<file path="src/common/usb_rx_pkg.sv">
// ==============================
// Shared constants, enums and structs
// for the USB receive path
// ==============================

package usb_rx_pkg;

	// Sync pattern KJKJKJKK after NRZI decode, assembled LSB first
	localparam logic [7:0] SYNC_BYTE = 8'h80;

	// APB register map
	localparam logic [7:0] STATUS_ADDR = 8'h00;
	localparam logic [7:0] DATA_ADDR   = 8'h04;
	localparam logic [7:0] COUNT_ADDR  = 8'h08;

	// Legal PID codes, lower nibble as sent on the bus
	typedef enum logic [3:0] {
		PID_OUT   = 4'b0001,
		PID_IN    = 4'b1001,
		PID_SOF   = 4'b0101,
		PID_SETUP = 4'b1101,
		PID_DATA0 = 4'b0011,
		PID_DATA1 = 4'b1011,
		PID_ACK   = 4'b0010,
		PID_NAK   = 4'b1010,
		PID_STALL = 4'b1110
	} usb_pid_e;

	// Packet controller states
	typedef enum logic [2:0] {
		ST_IDLE,
		ST_SYNC,
		ST_PID,
		ST_DATA,
		ST_DONE,
		ST_ERROR
	} rx_state_e;

	typedef struct packed {
		logic d_edge;
		logic eop;
		logic bit_val;
	} line_evt_t;

	// One FIFO word, is_pid lands on bit 8 of a DATA read
	typedef struct packed {
		logic       is_pid;
		logic [7:0] data;
	} rx_entry_t;

endpackage

</file>
<file path="src/rtl/usb_line_sync.sv">
// ==============================
// Input synchronizer for D+ and D-
// with edge and SE0 detection
// ==============================
`timescale 1ns/1ps

module usb_line_sync
	import usb_rx_pkg::*;
(
	input  logic      clk,
	input  logic      n_rst,
	input  logic      d_plus,
	input  logic      d_minus,
	output line_evt_t evt
);

	logic dp_meta;
	logic dp_sync;
	logic dp_prev;
	logic dm_meta;
	logic dm_sync;
	logic eop_q;

	// Two flop stages per line, idle J is D+ high and D- low
	always_ff @(posedge clk, negedge n_rst)
	begin
		if (!n_rst)
		begin
			dp_meta <= 1'b1;
			dp_sync <= 1'b1;
			dp_prev <= 1'b1;
			dm_meta <= 1'b0;
			dm_sync <= 1'b0;
		end
		else
		begin
			dp_meta <= d_plus;
			dp_sync <= dp_meta;
			dp_prev <= dp_sync;
			dm_meta <= d_minus;
			dm_sync <= dm_meta;
		end
	end

	// SE0 on both lines
	always_ff @(posedge clk, negedge n_rst)
	begin
		if (!n_rst)
			eop_q <= 1'b0;
		else
			eop_q <= !dp_sync && !dm_sync;
	end

	assign evt.d_edge  = dp_sync ^ dp_prev;
	assign evt.eop     = eop_q;
	assign evt.bit_val = dp_sync;

endmodule

</file>
<file path="src/usb_timer/usb_rx_timer.sv">
// ==============================
// Receive bit timing, bit-stuff
// hold and byte counting
// ==============================
`timescale 1ns/1ps

module usb_rx_timer
	import usb_rx_pkg::*;
#(
	parameter int CLKS_PER_BIT = 8
)
(
	input  logic      clk,
	input  logic      n_rst,
	input  line_evt_t evt,
	input  logic      receiving,
	output logic      shift_enable,
	output logic      rx_hold,
	output logic      byte_received
);

	localparam int PW = $clog2(CLKS_PER_BIT);
	localparam logic [PW-1:0] MID_PHASE = PW'(CLKS_PER_BIT / 2);
	localparam logic [PW-1:0] LAST_PHASE = PW'(CLKS_PER_BIT - 1);

	logic [PW-1:0] phase;
	logic [2:0]    run_cnt;
	logic [2:0]    bit_cnt;
	logic          edge_seen;

	// Phase restarts on each line edge so the strobe stays mid-bit
	always_ff @(posedge clk, negedge n_rst)
	begin
		if (!n_rst)
			phase <= '0;
		else if (evt.d_edge)
			phase <= PW'(1);
		else if (phase == LAST_PHASE)
			phase <= '0;
		else
			phase <= phase + 1'b1;
	end

	assign shift_enable = receiving && (phase == MID_PHASE);

	// Seventh bit after six ones is the stuffed zero
	assign rx_hold = shift_enable && (run_cnt == 3'd6);

	// Ones counted as strobes with no edge since the last strobe
	always_ff @(posedge clk, negedge n_rst)
	begin
		if (!n_rst)
		begin
			edge_seen <= 1'b0;
			run_cnt   <= '0;
		end
		else
		begin
			if (evt.d_edge)
				edge_seen <= 1'b1;
			else if (shift_enable)
				edge_seen <= 1'b0;

			if (!receiving || rx_hold)
				run_cnt <= '0;
			else if (shift_enable)
				run_cnt <= edge_seen ? 3'd0 : run_cnt + 3'd1;
		end
	end

	// Byte flag lines up with the shifter holding all eight bits
	always_ff @(posedge clk, negedge n_rst)
	begin
		if (!n_rst)
		begin
			bit_cnt       <= '0;
			byte_received <= 1'b0;
		end
		else
		begin
			byte_received <= 1'b0;
			if (!receiving)
				bit_cnt <= '0;
			else if (shift_enable && !rx_hold)
			begin
				bit_cnt <= bit_cnt + 3'd1;
				if (bit_cnt == 3'd7)
					byte_received <= 1'b1;
			end
		end
	end

	// The held bit is the stuffed zero, so the line has toggled before it
	hold_on_strobe: assert property (@(posedge clk) disable iff (!n_rst)
		rx_hold |-> shift_enable && edge_seen);

	byte_single_cycle: assert property (@(posedge clk) disable iff (!n_rst)
		byte_received |=> !byte_received);

endmodule

</file>
<file path="src/rtl/usb_rx_shifter.sv">
// ==============================
// NRZI decoder and receive
// shift register
// ==============================
`timescale 1ns/1ps

module usb_rx_shifter
	import usb_rx_pkg::*;
(
	input  logic       clk,
	input  logic       n_rst,
	input  line_evt_t  evt,
	input  logic       shift_enable,
	input  logic       rx_hold,
	input  logic       receiving,
	output logic [7:0] rx_byte
);

	logic       last_level;
	logic       decoded;
	logic [7:0] shreg;

	// No transition means a one
	assign decoded = ~(evt.bit_val ^ last_level);

	// Level of the previous bit, back to J between packets
	always_ff @(posedge clk, negedge n_rst)
	begin
		if (!n_rst)
			last_level <= 1'b1;
		else if (!receiving)
			last_level <= 1'b1;
		else if (shift_enable)
			last_level <= evt.bit_val;
	end

	// LSB arrives first, so shift in from the top
	always_ff @(posedge clk)
	begin
		if (shift_enable && !rx_hold)
			shreg <= {decoded, shreg[7:1]};
	end

	assign rx_byte = shreg;

endmodule

</file>
<file path="src/rtl/usb_rx_ctrl.sv">
// ==============================
// Packet FSM, sync and PID checks,
// FIFO push and error reporting
// ==============================
`timescale 1ns/1ps

module usb_rx_ctrl
	import usb_rx_pkg::*;
(
	input  logic       clk,
	input  logic       n_rst,
	input  line_evt_t  evt,
	input  logic       byte_received,
	input  logic [7:0] rx_byte,
	input  logic       full,
	output logic       receiving,
	output rx_entry_t  push_entry,
	output logic       push_valid,
	output logic       err_pulse,
	output logic       pkt_done
);

	rx_state_e state;
	logic      pid_legal;
	logic      pid_ok;

	always_comb
	begin
		case (rx_byte[3:0])
			PID_OUT, PID_IN, PID_SOF, PID_SETUP, PID_DATA0,
			PID_DATA1, PID_ACK, PID_NAK, PID_STALL:
				pid_legal = 1'b1;
			default:
				pid_legal = 1'b0;
		endcase
	end

	// Check nibble is the complement of the PID
	assign pid_ok = pid_legal && (rx_byte[7:4] == ~rx_byte[3:0]);

	always_ff @(posedge clk, negedge n_rst)
	begin
		if (!n_rst)
		begin
			state      <= ST_IDLE;
			receiving  <= 1'b0;
			push_valid <= 1'b0;
			err_pulse  <= 1'b0;
			pkt_done   <= 1'b0;
		end
		else
		begin
			push_valid <= 1'b0;
			err_pulse  <= 1'b0;
			pkt_done   <= 1'b0;
			case (state)
				ST_IDLE:
					if (evt.d_edge && !evt.eop)
					begin
						state     <= ST_SYNC;
						receiving <= 1'b1;
					end
				ST_SYNC, ST_PID:
					if (evt.eop)
					begin
						state     <= ST_ERROR;
						receiving <= 1'b0;
						err_pulse <= 1'b1;
					end
					else if (byte_received)
					begin
						if (state == ST_SYNC && rx_byte == SYNC_BYTE)
							state <= ST_PID;
						else if (state == ST_PID && pid_ok && !full)
						begin
							state      <= ST_DATA;
							push_valid <= 1'b1;
						end
						else
						begin
							state     <= ST_ERROR;
							receiving <= 1'b0;
							err_pulse <= 1'b1;
						end
					end
				ST_DATA:
					if (evt.eop)
					begin
						state     <= ST_DONE;
						receiving <= 1'b0;
						pkt_done  <= 1'b1;
					end
					else if (byte_received)
					begin
						// Overflow drops the byte and ends the packet
						if (full)
						begin
							state     <= ST_ERROR;
							receiving <= 1'b0;
							err_pulse <= 1'b1;
						end
						else
							push_valid <= 1'b1;
					end
				ST_DONE:
					if (!evt.eop)
						state <= ST_IDLE;
				ST_ERROR:
					// Ignore the rest of the packet until SE0
					if (evt.eop)
						state <= ST_DONE;
				default:
				begin
					state     <= ST_IDLE;
					receiving <= 1'b0;
				end
			endcase
		end
	end

	always_ff @(posedge clk)
	begin
		if (byte_received)
		begin
			push_entry.data   <= rx_byte;
			push_entry.is_pid <= (state == ST_PID);
		end
	end

	no_push_when_full: assert property (@(posedge clk) disable iff (!n_rst)
		push_valid |-> !full);

endmodule

</file>
<file path="src/rtl/usb_rx_fifo_apb.sv">
// ==============================
// Receive FIFO with APB slave for
// status, data and count
// ==============================
`timescale 1ns/1ps

module usb_rx_fifo_apb
	import usb_rx_pkg::*;
#(
	parameter int FIFO_DEPTH = 16
)
(
	input  logic        clk,
	input  logic        n_rst,
	input  rx_entry_t   push_entry,
	input  logic        push_valid,
	input  logic        err_pulse,
	input  logic        pkt_done,
	output logic        full,
	input  logic [7:0]  paddr,
	input  logic        psel,
	input  logic        penable,
	input  logic        pwrite,
	input  logic [31:0] pwdata,
	output logic [31:0] prdata,
	output logic        pready,
	output logic        pslverr
);

	localparam int AW = $clog2(FIFO_DEPTH);
	localparam logic [AW-1:0] LAST_SLOT = AW'(FIFO_DEPTH - 1);

	rx_entry_t     mem [FIFO_DEPTH];
	logic [AW-1:0] wr_ptr;
	logic [AW-1:0] rd_ptr;
	logic [AW:0]   count;
	logic          empty;
	logic          access;
	logic          addr_ok;
	logic          push;
	logic          pop;
	logic          status_wr;
	logic          done_flag;
	logic          err_flag;

	assign empty = (count == '0);
	assign full  = (count == (AW+1)'(FIFO_DEPTH));

	// APB access phase, no wait states
	assign access    = psel && penable;
	assign addr_ok   = paddr inside {STATUS_ADDR, DATA_ADDR, COUNT_ADDR};
	assign push      = push_valid && !full;
	assign pop       = access && !pwrite && (paddr == DATA_ADDR) && !empty;
	assign status_wr = access && pwrite && (paddr == STATUS_ADDR);

	assign pready  = 1'b1;
	assign pslverr = access && (!addr_ok || (pwrite && paddr == DATA_ADDR));

	always_ff @(posedge clk)
	begin
		if (push)
			mem[wr_ptr] <= push_entry;
	end

	always_ff @(posedge clk, negedge n_rst)
	begin
		if (!n_rst)
		begin
			wr_ptr <= '0;
			rd_ptr <= '0;
			count  <= '0;
		end
		else
		begin
			if (push)
				wr_ptr <= (wr_ptr == LAST_SLOT) ? '0 : wr_ptr + 1'b1;
			if (pop)
				rd_ptr <= (rd_ptr == LAST_SLOT) ? '0 : rd_ptr + 1'b1;
			if (push && !pop)
				count <= count + 1'b1;
			else if (pop && !push)
				count <= count - 1'b1;
		end
	end

	// Sticky flags, a new event wins over a clear in the same cycle
	always_ff @(posedge clk, negedge n_rst)
	begin
		if (!n_rst)
		begin
			done_flag <= 1'b0;
			err_flag  <= 1'b0;
		end
		else
		begin
			if (pkt_done)
				done_flag <= 1'b1;
			else if (status_wr && pwdata[1])
				done_flag <= 1'b0;
			if (err_pulse)
				err_flag <= 1'b1;
			else if (status_wr && pwdata[2])
				err_flag <= 1'b0;
		end
	end

	always_comb
	begin
		prdata = '0;
		if (access && !pwrite)
		begin
			case (paddr)
				STATUS_ADDR:
					prdata = {29'd0, err_flag, done_flag, !empty};
				DATA_ADDR:
					if (!empty)
						prdata = {23'd0, mem[rd_ptr]};
				COUNT_ADDR:
					prdata = {{(31 - AW){1'b0}}, count};
				default:
					prdata = '0;
			endcase
		end
	end

endmodule

</file>
<file path="src/rtl/usb_rx_top.sv">
// ==============================
// USB full-speed receive path top
// ==============================
`timescale 1ns/1ps

module usb_rx_top
	import usb_rx_pkg::*;
#(
	parameter int CLKS_PER_BIT = 8,
	parameter int FIFO_DEPTH   = 16
)
(
	input  logic        clk,
	input  logic        n_rst,
	input  logic        d_plus,
	input  logic        d_minus,
	input  logic [7:0]  paddr,
	input  logic        psel,
	input  logic        penable,
	input  logic        pwrite,
	input  logic [31:0] pwdata,
	output logic [31:0] prdata,
	output logic        pready,
	output logic        pslverr
);

	line_evt_t  evt;
	logic       receiving;
	logic       shift_enable;
	logic       rx_hold;
	logic       byte_received;
	logic [7:0] rx_byte;
	rx_entry_t  push_entry;
	logic       push_valid;
	logic       err_pulse;
	logic       pkt_done;
	logic       full;

	usb_line_sync usb_line_sync_inst (
		.clk     (clk),
		.n_rst   (n_rst),
		.d_plus  (d_plus),
		.d_minus (d_minus),
		.evt     (evt)
	);

	usb_rx_timer #(
		.CLKS_PER_BIT (CLKS_PER_BIT)
	) usb_rx_timer_inst (
		.clk           (clk),
		.n_rst         (n_rst),
		.evt           (evt),
		.receiving     (receiving),
		.shift_enable  (shift_enable),
		.rx_hold       (rx_hold),
		.byte_received (byte_received)
	);

	usb_rx_shifter usb_rx_shifter_inst (
		.clk          (clk),
		.n_rst        (n_rst),
		.evt          (evt),
		.shift_enable (shift_enable),
		.rx_hold      (rx_hold),
		.receiving    (receiving),
		.rx_byte      (rx_byte)
	);

	usb_rx_ctrl usb_rx_ctrl_inst (
		.clk           (clk),
		.n_rst         (n_rst),
		.evt           (evt),
		.byte_received (byte_received),
		.rx_byte       (rx_byte),
		.full          (full),
		.receiving     (receiving),
		.push_entry    (push_entry),
		.push_valid    (push_valid),
		.err_pulse     (err_pulse),
		.pkt_done      (pkt_done)
	);

	usb_rx_fifo_apb #(
		.FIFO_DEPTH (FIFO_DEPTH)
	) usb_rx_fifo_apb_inst (
		.clk        (clk),
		.n_rst      (n_rst),
		.push_entry (push_entry),
		.push_valid (push_valid),
		.err_pulse  (err_pulse),
		.pkt_done   (pkt_done),
		.full       (full),
		.paddr      (paddr),
		.psel       (psel),
		.penable    (penable),
		.pwrite     (pwrite),
		.pwdata     (pwdata),
		.prdata     (prdata),
		.pready     (pready),
		.pslverr    (pslverr)
	);

endmodule

</file>
<file path="config.mk">
export PLATFORM = sky130hd
export DESIGN_NAME = usb_rx_top
export DESIGN_NICKNAME = d
export VERILOG_FILES = /design/src/common/usb_rx_pkg.sv /design/src/rtl/usb_line_sync.sv /design/src/usb_timer/usb_rx_timer.sv /design/src/rtl/usb_rx_shifter.sv /design/src/rtl/usb_rx_ctrl.sv /design/src/rtl/usb_rx_fifo_apb.sv /design/src/rtl/usb_rx_top.sv
export SDC_FILE = /design/constraint.sdc
export NUM_CORES = 1
export LEC_CHECK = 0
export ABC_AREA = 1
export BUFFER_PORTS_ARGS = -buffer_cell sky130_fd_sc_hd__buf_2
export CORE_ASPECT_RATIO = 1.75
export CORE_UTILIZATION = 59
export DETAILED_ROUTE_END_ITERATION = 8
export GPL_TIMING_DRIVEN = 0
export PLACE_DENSITY = 0.79
export SLEW_MARGIN = 10
export SYNTH_ARGS = -nofsm -noshare
export SYNTH_HDL_FRONTEND = slang
export SYNTH_HIERARCHICAL = 1
export SYNTH_SLANG_ARGS = --single-unit
</file>
<file path="constraint.sdc">
create_clock -name clk -period 2.73 [get_ports clk]
set_input_delay 0.1365 -clock clk [delete_from_list [all_inputs] [get_ports clk]]
set_output_delay 0.1365 -clock clk [all_outputs]
set_load 0.01 [all_outputs]
</file>
Yosys cells after proc, flatten, opt, wreduce, memory -nomap -nowiden
Memory sizes are Yosys's and may differ from the RTL's. A register that Yosys moved wholly into a read port is not among the register bits.
Index checks and enable logic that the tools add are counted.
Word-level totals
  register bits: 57
  bits in latches: 0
  memory bits (writable): 144
  ROM bits: 16
  input port bits: 47
  logic and storage cells: 179
  memories: 2
Memories
  usb_rx_fifo_apb_inst.mem: depth 16, bits a word 9, read ports 1, clocked after Yosys merged registers in 0, write ports 1, RTL line usb_rx_fifo_apb.sv:33  | rx_entry_t mem [FIFO_DEPTH];
  (no name shown): depth 16, bits a word 1, read ports 1, clocked after Yosys merged registers in 1, write ports 0, RTL line usb_rx_ctrl.sv:29  | case (rx_byte[3:0])
Operators by class
  $add $sub $neg: 7
  multiply operators: 0
  div/mod/pow operators: 0
  order comparisons: 0
  eq/ne operators: 26
  shift-type cells: 0
  mux-type cells: 66
  bitwise logic cells: 5
  reduce and logical (&&, ||, !) cells: 48
Operators with widths (count)
  $pmux 32 s3: 1
  $mux 3: 17
  $mux 1: 37
  $mux 32: 1
  $logic_and 1x1->1: 22
  $eq 3x3->1 const B: 6
  $pmux 3 s5: 1
  $mux 4: 3
  $ne 3x3->1 const B: 4
  $logic_not 1->1: 11
  $mux 5: 2
  $reduce_bool 2->1: 5
  $add 3x1->3 const B: 3
  $mux 9: 1
  $add 4x1->4 const B: 2
  $eq 4x4->1 const B: 2
  $eq 8x3->1 const B: 1
  $eq 8x4->1 const B: 1
  $eq 8x8->1 const B: 1
  $logic_not 8->1: 1
  $ne 2x2->1 const B: 4
  $reduce_and 7->1: 1
  $eq 3x2->1 const B: 2
  $reduce_and 6->1: 1
  17 further kinds: 22

Depth between registers and ports, before layout
Gate-level depths: netlist of the first run.
  word-level depth: 10
  mapped depth: 14
  mapped depth without buffers: 14

Cells and area by module
Netlist of the first run, hierarchy kept.
Modules (own cells, without submodules)
  usb_rx_fifo_apb: instances 1, cells an instance 661, area an instance 7070.5 um^2, sequential area each 4699.5 um^2
  usb_rx_ctrl: instances 1, cells an instance 105, area an instance 853.3 um^2, sequential area each 445.4 um^2
  usb_rx_timer: instances 1, cells an instance 63, area an instance 578.1 um^2, sequential area each 275.3 um^2
  usb_rx_shifter: instances 1, cells an instance 19, area an instance 305.3 um^2, sequential area each 266.5 um^2
  usb_line_sync: instances 1, cells an instance 14, area an instance 191.4 um^2, sequential area each 153.9 um^2

Worst setup path before layout of the first run
OpenSTA, ideal clock, no wires.
  path kind: register -> register
  start: register usb_rx_fifo_apb_inst.count[0]
  end: register usb_rx_fifo_apb_inst.count[4]
  library setup time: 0.083 ns
  arrival: 2.107 ns
  slack: 0.541 ns
  cell stages (with the launch flop): 15
  period minus slack after synthesis: 2.189 ns
  cell sequence: dfrtp_1 > nor2_1 > nand2_1 > nor2_1 > inv_1 > nand2_1 > inv_2 > ha_1 > fa_1 > inv_1 > a21oi_1 > o21bai_1 > xor2_1 > nand2_1 > o21ai_0
On the way
  cells in the longest elaborated chain, start to end: 6
  elaborated cells on any way between the ends: 15
  those cells by class: 2 x add/sub; 1 x eq/ne; 2 x mux; 10 x reduce/logical
RTL lines
  start: declaration: RTL line usb_rx_fifo_apb.sv:36  | logic [AW:0] count;
  start signal: assignment: RTL line usb_rx_fifo_apb.sv:80  | count <= count + 1'b1;
  start signal: assignment: RTL line usb_rx_fifo_apb.sv:82  | count <= count - 1'b1;
  $eq 5x5->1 *: RTL line usb_rx_fifo_apb.sv:47  | assign full = (count == (AW+1)'(FIFO_DEPTH));
  via full: RTL line usb_rx_top.sv:37  | logic full;
  $logic_not 1->1 *: RTL line usb_rx_fifo_apb.sv:52  | assign push = push_valid && !full;
  $logic_and 1x1->1 *: RTL line usb_rx_fifo_apb.sv:52
  via usb_rx_fifo_apb_inst.push: RTL line usb_rx_fifo_apb.sv:40  | logic push;
  $logic_not 1->1: RTL line usb_rx_fifo_apb.sv:81  | else if (pop && !push)
  $logic_and 1x1->1: RTL line usb_rx_fifo_apb.sv:81
  $reduce_bool 2->1 (no source line)
Mark *: on every way through the listed nets, which the timed path passes. The rest lies on a longest branch. The select of a mux whose other input is x is not followed.
A chain may end at the register's enable or synchronous reset.

Worst setup path in the final report of the first run
  start: register usb_rx_fifo_apb_inst.rd_ptr[0]
  end: output prdata[2]
On the way
  cells in the longest elaborated chain, start to end: 4
RTL lines
  start: declaration: RTL line usb_rx_fifo_apb.sv:35  | logic [AW-1:0] rd_ptr;
  start signal: assignment: RTL line usb_rx_fifo_apb.sv:78  | rd_ptr <= (rd_ptr == LAST_SLOT) ? '0 : rd_ptr + 1'b1;
  $mem_v2 16x9
  $mux 9: RTL line usb_rx_fifo_apb.sv:116  | if (!empty)
  $pmux 32 s3: RTL line usb_rx_fifo_apb.sv:112  | case (paddr)
  $mux 32: RTL line usb_rx_fifo_apb.sv:110  | if (access && !pwrite)
  end: declaration: RTL line usb_rx_top.sv:22  | output logic [31:0] prdata,
Every way passes these cells.

==> results of run 1 <==
state kept, by name, summed over array words and instances (netlist names), 3 cells and up:
register and flops:
usb_rx_timer_inst/bit_cnt 3, usb_rx_ctrl_inst/push_entry 9, usb_rx_timer_inst/phase 3, usb_rx_fifo_apb_inst/rd_ptr 4
usb_rx_fifo_apb_inst/mem 144, usb_rx_ctrl_inst/state 3, usb_rx_fifo_apb_inst/wr_ptr 4, usb_rx_shifter_inst/rx_byte 8
usb_rx_timer_inst/run_cnt 3, usb_rx_fifo_apb_inst/count 5
worst max-delay path by stage:
stage,end,cells past startpoint
floorplan,usb_rx_fifo_apb_inst/count[4]$_DFFE_PN0P_,14
global placement,usb_rx_fifo_apb_inst/count[4]$_DFFE_PN0P_,13
detailed placement,usb_rx_fifo_apb_inst/count[4]$_DFFE_PN0P_,13
CTS,prdata[2],9
global route,prdata[2],9
finish,prdata[2],9
layout by cell type, fill, tap and decap left out, types with 12 or more instances in the layout:
master and count:
nor2_1 154, inv_1 68, dfrtp_1 36, buf_4 29, clkbuf_1 18, clkbuf_16 21
buf_2 33, conb_1 24, nand2_1 163, ha_1 16, edfxtp_1 161, o21ai_0 57
o21ai_1 12, nand3_1 66
layout make-up:
cell class,count,area (um^2)
well taps,183,229
fillers,1107,4800
plain buffers,51,324
inverters,74,278
clock inverters,3,16.3
flip-flops and latches,201,5840
clock buffers,29,579
repair buffers,33,200
multi-input cells,558,2640
per-layer routing:
| layer | vias up | wire length, um |
|---|---|---|
| met4 | 0 | 916 |
| met5 | - | 0 |
| met1 | 2937 | 6850 |
| met3 | 54 | 968 |
| met2 | 223 | 11100 |
| li1 | 2981 | - |
report_power, final:
group,internal [uW],switching [uW]
sequential,3340,67.9
clock,1460,1030
combinational,197,327
total,4990,1420
cells by family after synthesis:
group / share of synthesized area (%)
XOR/XNOR: 0.681
adder cells (fa/ha/maj): 2.59
AO/OA/AOI/OAI: 6.19
flip-flops: 64.9
AND/OR/NAND/NOR: 18.9
other: 0.0835
buffers and inverters: 6.69
worst min-delay path, cell delays in order:
cell and delay, ps:
buf_2 110, or2_1 150, nor3_1 140, o21ai_0 150
metrics by stage:
step,hold WS [ps],power [uW],area (um^2),utilization (%),cells
CTS,219,6460,10100,67.8,1132
floorplan,-159,3850,9080,-,884
finish,243,6420,10100,67.8,1132
detailed placement,243,3990,9440,63.3,1093
global placement,243,3980,9440,63.3,1093
global route,254,6650,10100,67.8,1132
timing repair:
item | 4_1_cts | 5_1_grt
hold buffers | 7 | 0
setup endpoints to repair | 0 | 1
endpoints found under the hold margin | 40 | 0
gates resized for setup | 0 | 2
==> results.sh, run 1 <==
export IMPL_crit_top_cell="nand3_1"
export IMPL_synth_cells=862
export IMPL_synth_top_cell_area_share_pct=53.7
export IMPL_dp_hpwl_um=14100
export IMPL_path_class="reg -> out"
export IMPL_p_per_area_nw_per_um2=635
export IMPL_fin_tns_setup_ps=0
export IMPL_cp_num_buf_inv=3
export IMPL_yosysWarnings=6
export IMPL_fin_crit_ps=2720
export IMPL_grt_overflow=0
export IMPL_slowest_delay_ps=530
export IMPL_yosysTopAreaCell="edfxtp_1"
export IMPL_crit_fanout=10
export IMPL_final_nets=1002
export IMPL_gr_usage_met1_pct=28.3
export IMPL_drive_above_1_share_pct=12.3
export IMPL_outcome="finished, final reports clean"
export IMPL_fmax_mhz=368
export IMPL_num_rows=59
export IMPL_min_delay_worst_endpoint="usb_rx_fifo_apb_inst/rd_ptr[0]$_DFFE_PN0P_"
export IMPL_core_um2=14900
export IMPL_min_from="pwrite"
export IMPL_rr_worst_depth=13
export IMPL_hold_violations=0
export IMPL_gp_congestion=0.905
export IMPL_port_buffers=26
export IMPL_ys_ff_latch=201
export IMPL_ys_types=41
export IMPL_fin_worst_skew_ps=10.7
export IMPL_gr_max_usage_layer="met2"
export IMPL_cp_slowest_cell="clkbuf_1"
export IMPL_firstDrtPassIters=5
export IMPL_grt_pass1_vias=5957
export IMPL_via_count=6195
export IMPL_hold_path_class="in -> reg"
export IMPL_rsz0062_at_grt="false"
export IMPL_peakVddDrop_uv=717
export IMPL_cp_arrival_ps=2580
export IMPL_maxCapViolations=0
export IMPL_cp_cell_sequence="inv_2, clkbuf_1, nand2_1, nand3_1, nand3_1, nand3_1, nand2_1, a21oi_1, buf_2"
export IMPL_ys_flop_type="edfxtp_1"
export IMPL_pin_count=81
export IMPL_grt_use_total_pct=26.3
export IMPL_post_cts_buffers=0
export IMPL_slew_headroom_pct=19.8
export IMPL_dieArea_um2=15800
export IMPL_wl_per_cell_um=17.5
export IMPL_finalWirelength_um=19900
export IMPL_drc=0
export IMPL_htree_levels=1
export IMPL_grt_pass1_wl_um=30500
export IMPL_hold_depth=4
export IMPL_drt_iter0_drc=566
export IMPL_dpl_worst_slack_ps=161
export IMPL_drv_slew=0
export IMPL_grt_use_met3_pct=3.21
export IMPL_clock_latency_ps=480
export IMPL_synth_edf_count=161
export IMPL_path_delay_family="buffers and inverters"
export IMPL_cts_max_path_buffers=3
export IMPL_final_setup_viol_count=0
export IMPL_tightest_slew_ps=1200
export IMPL_synthArstFlopShare_pct=19.9
export IMPL_die_h_um=165
export IMPL_cts_root_buf="clkbuf_16"
export IMPL_start_kind="flop"
export IMPL_seq_area_frac_synth_pct=64.9
export IMPL_antenna_found_initial=0
export IMPL_viasPerCell=5.47
export IMPL_rr_endpoint="usb_rx_fifo_apb_inst/count[4]$_DFFE_PN0P_"
export IMPL_end_kind="primary output"
export IMPL_setup_worst_path_start="usb_rx_fifo_apb_inst/rd_ptr[0]$_DFFE_PN0P_"
export IMPL_diodes=0
export IMPL_ys_top_cells_by_area="edfxtp_1 (54%), dfrtp_1 (10%), nand2_1 (6.8%)"
export IMPL_grt_max_degree=41
export IMPL_numCtsBuffers=18
export IMPL_clock_sinks=201
export IMPL_p_leak_uw=0.00411
export IMPL_post_route_period_util_pct=99.6
export IMPL_die_x_um=95.4
export IMPL_r2r_start="usb_rx_fifo_apb_inst/count[0]$_DFFE_PN0P_"
export IMPL_yosysMostFrequentCell="nand2_1"
export IMPL_syn_area_um2=9000
export IMPL_synth_common_cells="nand2_1 (163), edfxtp_1 (161), nor2_1 (155), inv_1 (68), nand3_1 (66)"
export IMPL_fin_ws_ps=10.9
export IMPL_cp_required_ps=2590
export IMPL_use_met2_pct=49.1
export IMPL_clkTransAtPathRegs_ps=60
export IMPL_ant_nets=0
export IMPL_syn_area_per_cell_um2=10.4
export IMPL_cts_tree="yes"
export IMPL_synthToLayoutAreaGrowth_pct=12.4
export IMPL_rrSetupSlack_ps=180
export IMPL_initial_core_util_pct=60.3
(Power assumes the default switching activity.)
==> run 2: changes to the inputs <==
--- a/config.mk
+++ b/config.mk
@@ -8,10 +8,10 @@
 export ABC_AREA = 1
 export BUFFER_PORTS_ARGS = -buffer_cell sky130_fd_sc_hd__buf_2
 export CORE_ASPECT_RATIO = 1.75
-export CORE_UTILIZATION = 59
+export CORE_UTILIZATION = 60
 export DETAILED_ROUTE_END_ITERATION = 8
 export GPL_TIMING_DRIVEN = 0
-export PLACE_DENSITY = 0.79
+export PLACE_DENSITY = 0.8
 export SLEW_MARGIN = 10
 export SYNTH_ARGS = -nofsm -noshare
 export SYNTH_HDL_FRONTEND = slang
==> constraint.sdc (replaced) <==
create_clock -name clk -period 3.2 [get_ports clk]
set_input_delay 0.16 -clock clk [delete_from_list [all_inputs] [get_ports clk]]
set_output_delay 0.16 -clock clk [all_outputs]
set_load 0.01 [all_outputs]
==> run 2 against run 1 <==
  * Non-clock buffer count fell by 3
  * Register-to-register slack better by 280 ps
  * Sequential share of layout area increased by 0.14 points
  * Critical path depth rose by 4
  * Flip-flop and latch count stayed put
==> results.sh, run 2 (synthesized netlist as in run 1, its figures left out) <==
export IMPL_outcome="finished, final reports clean"
export IMPL_end_kind="flop"
export IMPL_multi_input_area_um2=2640
export IMPL_viasPerCell=5.55
export IMPL_r2r_start="usb_rx_fifo_apb_inst/count[1]$_DFFE_PN0P_"
export IMPL_post_cts_buffers=0
export IMPL_dieArea_um2=15500
export IMPL_grt_use_total_pct=27.2
export IMPL_fin_tns_setup_ps=0
export IMPL_path_delay_family="simple AND/OR/NAND/NOR gates"
export IMPL_setup_worst_path_start="usb_rx_fifo_apb_inst/count[1]$_DFFE_PN0P_"
export IMPL_wl_per_cell_um=17.6
export IMPL_gp_congestion=0.930
export IMPL_largest_reg_flops=144
export IMPL_final_nets=999
export IMPL_hold_violations=0
export IMPL_top_register="usb_rx_fifo_apb_inst/mem"
export IMPL_fill_cells=1045
export IMPL_crit_fanout=6
export IMPL_clock_latency_ps=470
export IMPL_maxCapViolations=0
export IMPL_htree_levels=1
export IMPL_fin_worst_skew_ps=11.5
export IMPL_gr_usage_met1_pct=28.0
export IMPL_crit_top_cell="nor2_1"
export IMPL_p_per_area_nw_per_um2=550
export IMPL_cp_required_ps=3550
export IMPL_drive_above_1_share_pct=12.4
export IMPL_die_x_um=94.6
export IMPL_fmax_mhz=365
export IMPL_use_met2_pct=51.9
export IMPL_port_buffers=26
export IMPL_clock_sinks=201
export IMPL_initial_core_util_pct=62.0
export IMPL_final_setup_viol_count=0
export IMPL_pin_count=81
export IMPL_rsz0062_at_grt="false"
export IMPL_grt_pass1_wl_um=31400
export IMPL_rr_worst_depth=13
export IMPL_slowest_delay_ps=450
export IMPL_path_depth=13
export IMPL_drt_iter0_drc=599
export IMPL_layout_commonest_cell="nand2_1"
export IMPL_slew_headroom_pct=16.2
export IMPL_place_area_um2=9440
export IMPL_ant_nets=0
export IMPL_grt_max_degree=41
export IMPL_grt_pass1_vias=6236
export IMPL_fin_crit_ps=2740
export IMPL_finalWirelength_um=19800
export IMPL_core_um2=14500
export IMPL_diodes=0
export IMPL_firstDrtPassIters=5
export IMPL_cp_endpoint="usb_rx_fifo_apb_inst/count[4]$_DFFE_PN0P_"
export IMPL_clkTransAtPathRegs_ps=70
export IMPL_cts_tree="yes"
export IMPL_drc=0
export IMPL_ff_latch_area_um2=5840
export IMPL_path_class="reg -> reg"
export IMPL_dp_hpwl_um=14000
export IMPL_final_area_um2=10100
export IMPL_cp_cell_sequence="nor2_1, nand2_1, nor2_1, nor2_1, nand2_2, ha_1, inv_1, ha_1, a21oi_1, o21bai_1, xor2_1, nand2_1, o21ai_0"
export IMPL_rrSetupSlack_ps=460
export IMPL_grt_overflow=0
export IMPL_numCtsBuffers=18
export IMPL_grt_use_met3_pct=2.73
export IMPL_num_rows=58
export IMPL_peakVddDrop_uv=477
export IMPL_hold_path_class="in -> reg"
export IMPL_via_count=6244
export IMPL_start_kind="flop"
export IMPL_tightest_slew_ps=1250
export IMPL_p_leak_uw=0.00410
export IMPL_rr_endpoint="usb_rx_fifo_apb_inst/count[4]$_DFFE_PN0P_"
export IMPL_final_util_pct=69.5
export IMPL_drv_slew=0
export IMPL_gr_max_usage_layer="met2"
export IMPL_antenna_found_initial=0
export IMPL_post_route_period_util_pct=85.6
export IMPL_final_cell_mix="nand2_1 (163), edfxtp_1 (161), nor2_1 (155)"
export IMPL_cp_num_buf_inv=1
export IMPL_cts_root_buf="clkbuf_16"
export IMPL_cp_slowest_cell="dfrtp_1"
export IMPL_synthToLayoutAreaGrowth_pct=12.1
export IMPL_cp_arrival_ps=3090
export IMPL_die_h_um=164
export IMPL_cts_max_path_buffers=3
-- run 2: changes by cell type in the layout (fill, tap and decap cells not counted), sizes merged --
cell and change:
dlygate4sd3 -3, clkinv +5, clkinvlp +2, inv -1, clkbuf -8, bufinv +2
-- run 2: how the worst min path moves through the flow --
stage	start	end	slack, ps	cells after the start
6_report	pwdata[1]	usb_rx_fifo_apb_inst/done_flag$_DFFE_PN0P_	7	3
3_3_place_gp	d_plus	usb_line_sync_inst/dp_meta$_DFF_PN1_	260	1
3_5_place_dp	d_plus	usb_line_sync_inst/dp_meta$_DFF_PN1_	270	1
4_1_cts	pwdata[1]	usb_rx_fifo_apb_inst/done_flag$_DFFE_PN0P_	7	3
2_1_floorplan	n_rst	usb_line_sync_inst/dm_meta$_DFF_PN0_	-140	0
5_1_grt	pwdata[1]	usb_rx_fifo_apb_inst/done_flag$_DFFE_PN0P_	9	3
-- run 2: final cells by class --
cell class | count | area share [%]
clock buffers | 21 | 4.79
clock inverters | 11 | 1.27
well taps | 180 | 2.23
repair buffers | 30 | 1.69
inverters | 74 | 2.75
plain buffers | 51 | 3.21
flip-flops and latches | 201 | 57.9
multi-input cells | 558 | 26.2
-- run 2: metal layers --
| layer | wire length (um) | share of wire (%) | vias to the layer above |
|---|---|---|---|
| li1 | - | - | 2976 |
| met3 | 875 | 4.4 | 78 |
| met5 | 0 | 0 | - |
| met1 | 6510 | 33 | 2945 |
| met4 | 1290 | 6.5 | 0 |
| met2 | 11200 | 56 | 245 |
-- run 2: worst reg2reg max path: stages (launching register included) --
cell	delay, ps
dfrtp_1	450
nor2_1	160
nand2_1	90
nor2_1	190
nor2_1	140
nand2_2	220
ha_1	290
inv_1	110
ha_1	370
a21oi_1	190
o21bai_1	100
xor2_1	150
nand2_1	70
o21ai_0	70
-- run 2: report_power, final --
part           leakage (uW)  total [uW]  switching [uW]  internal, uW
Sequential          0.00189        2900            57.4          2840
Combinational       0.00192         462             294           168
Clock              0.000293        2190             926          1260
Total               0.00410        5550            1280          4270
-- run 2: metrics by stage --
stage                     hold slack, ps  cells  total power [uW]  setup slack [ps]
after global routing                9.20   1126              5730               353
after detailed placement             269   1090              3400               603
after CTS                           6.67   1126              5570               524
final                               6.92   1126              5550               460
after global placement               264   1090              3390               667
after floorplan                     -136    884              3290              1010
-- run 2: timing repair --
item,in CTS,in global routing
hold buffers,4,0
endpoints found under the hold margin,39,0
resized for setup,0,0
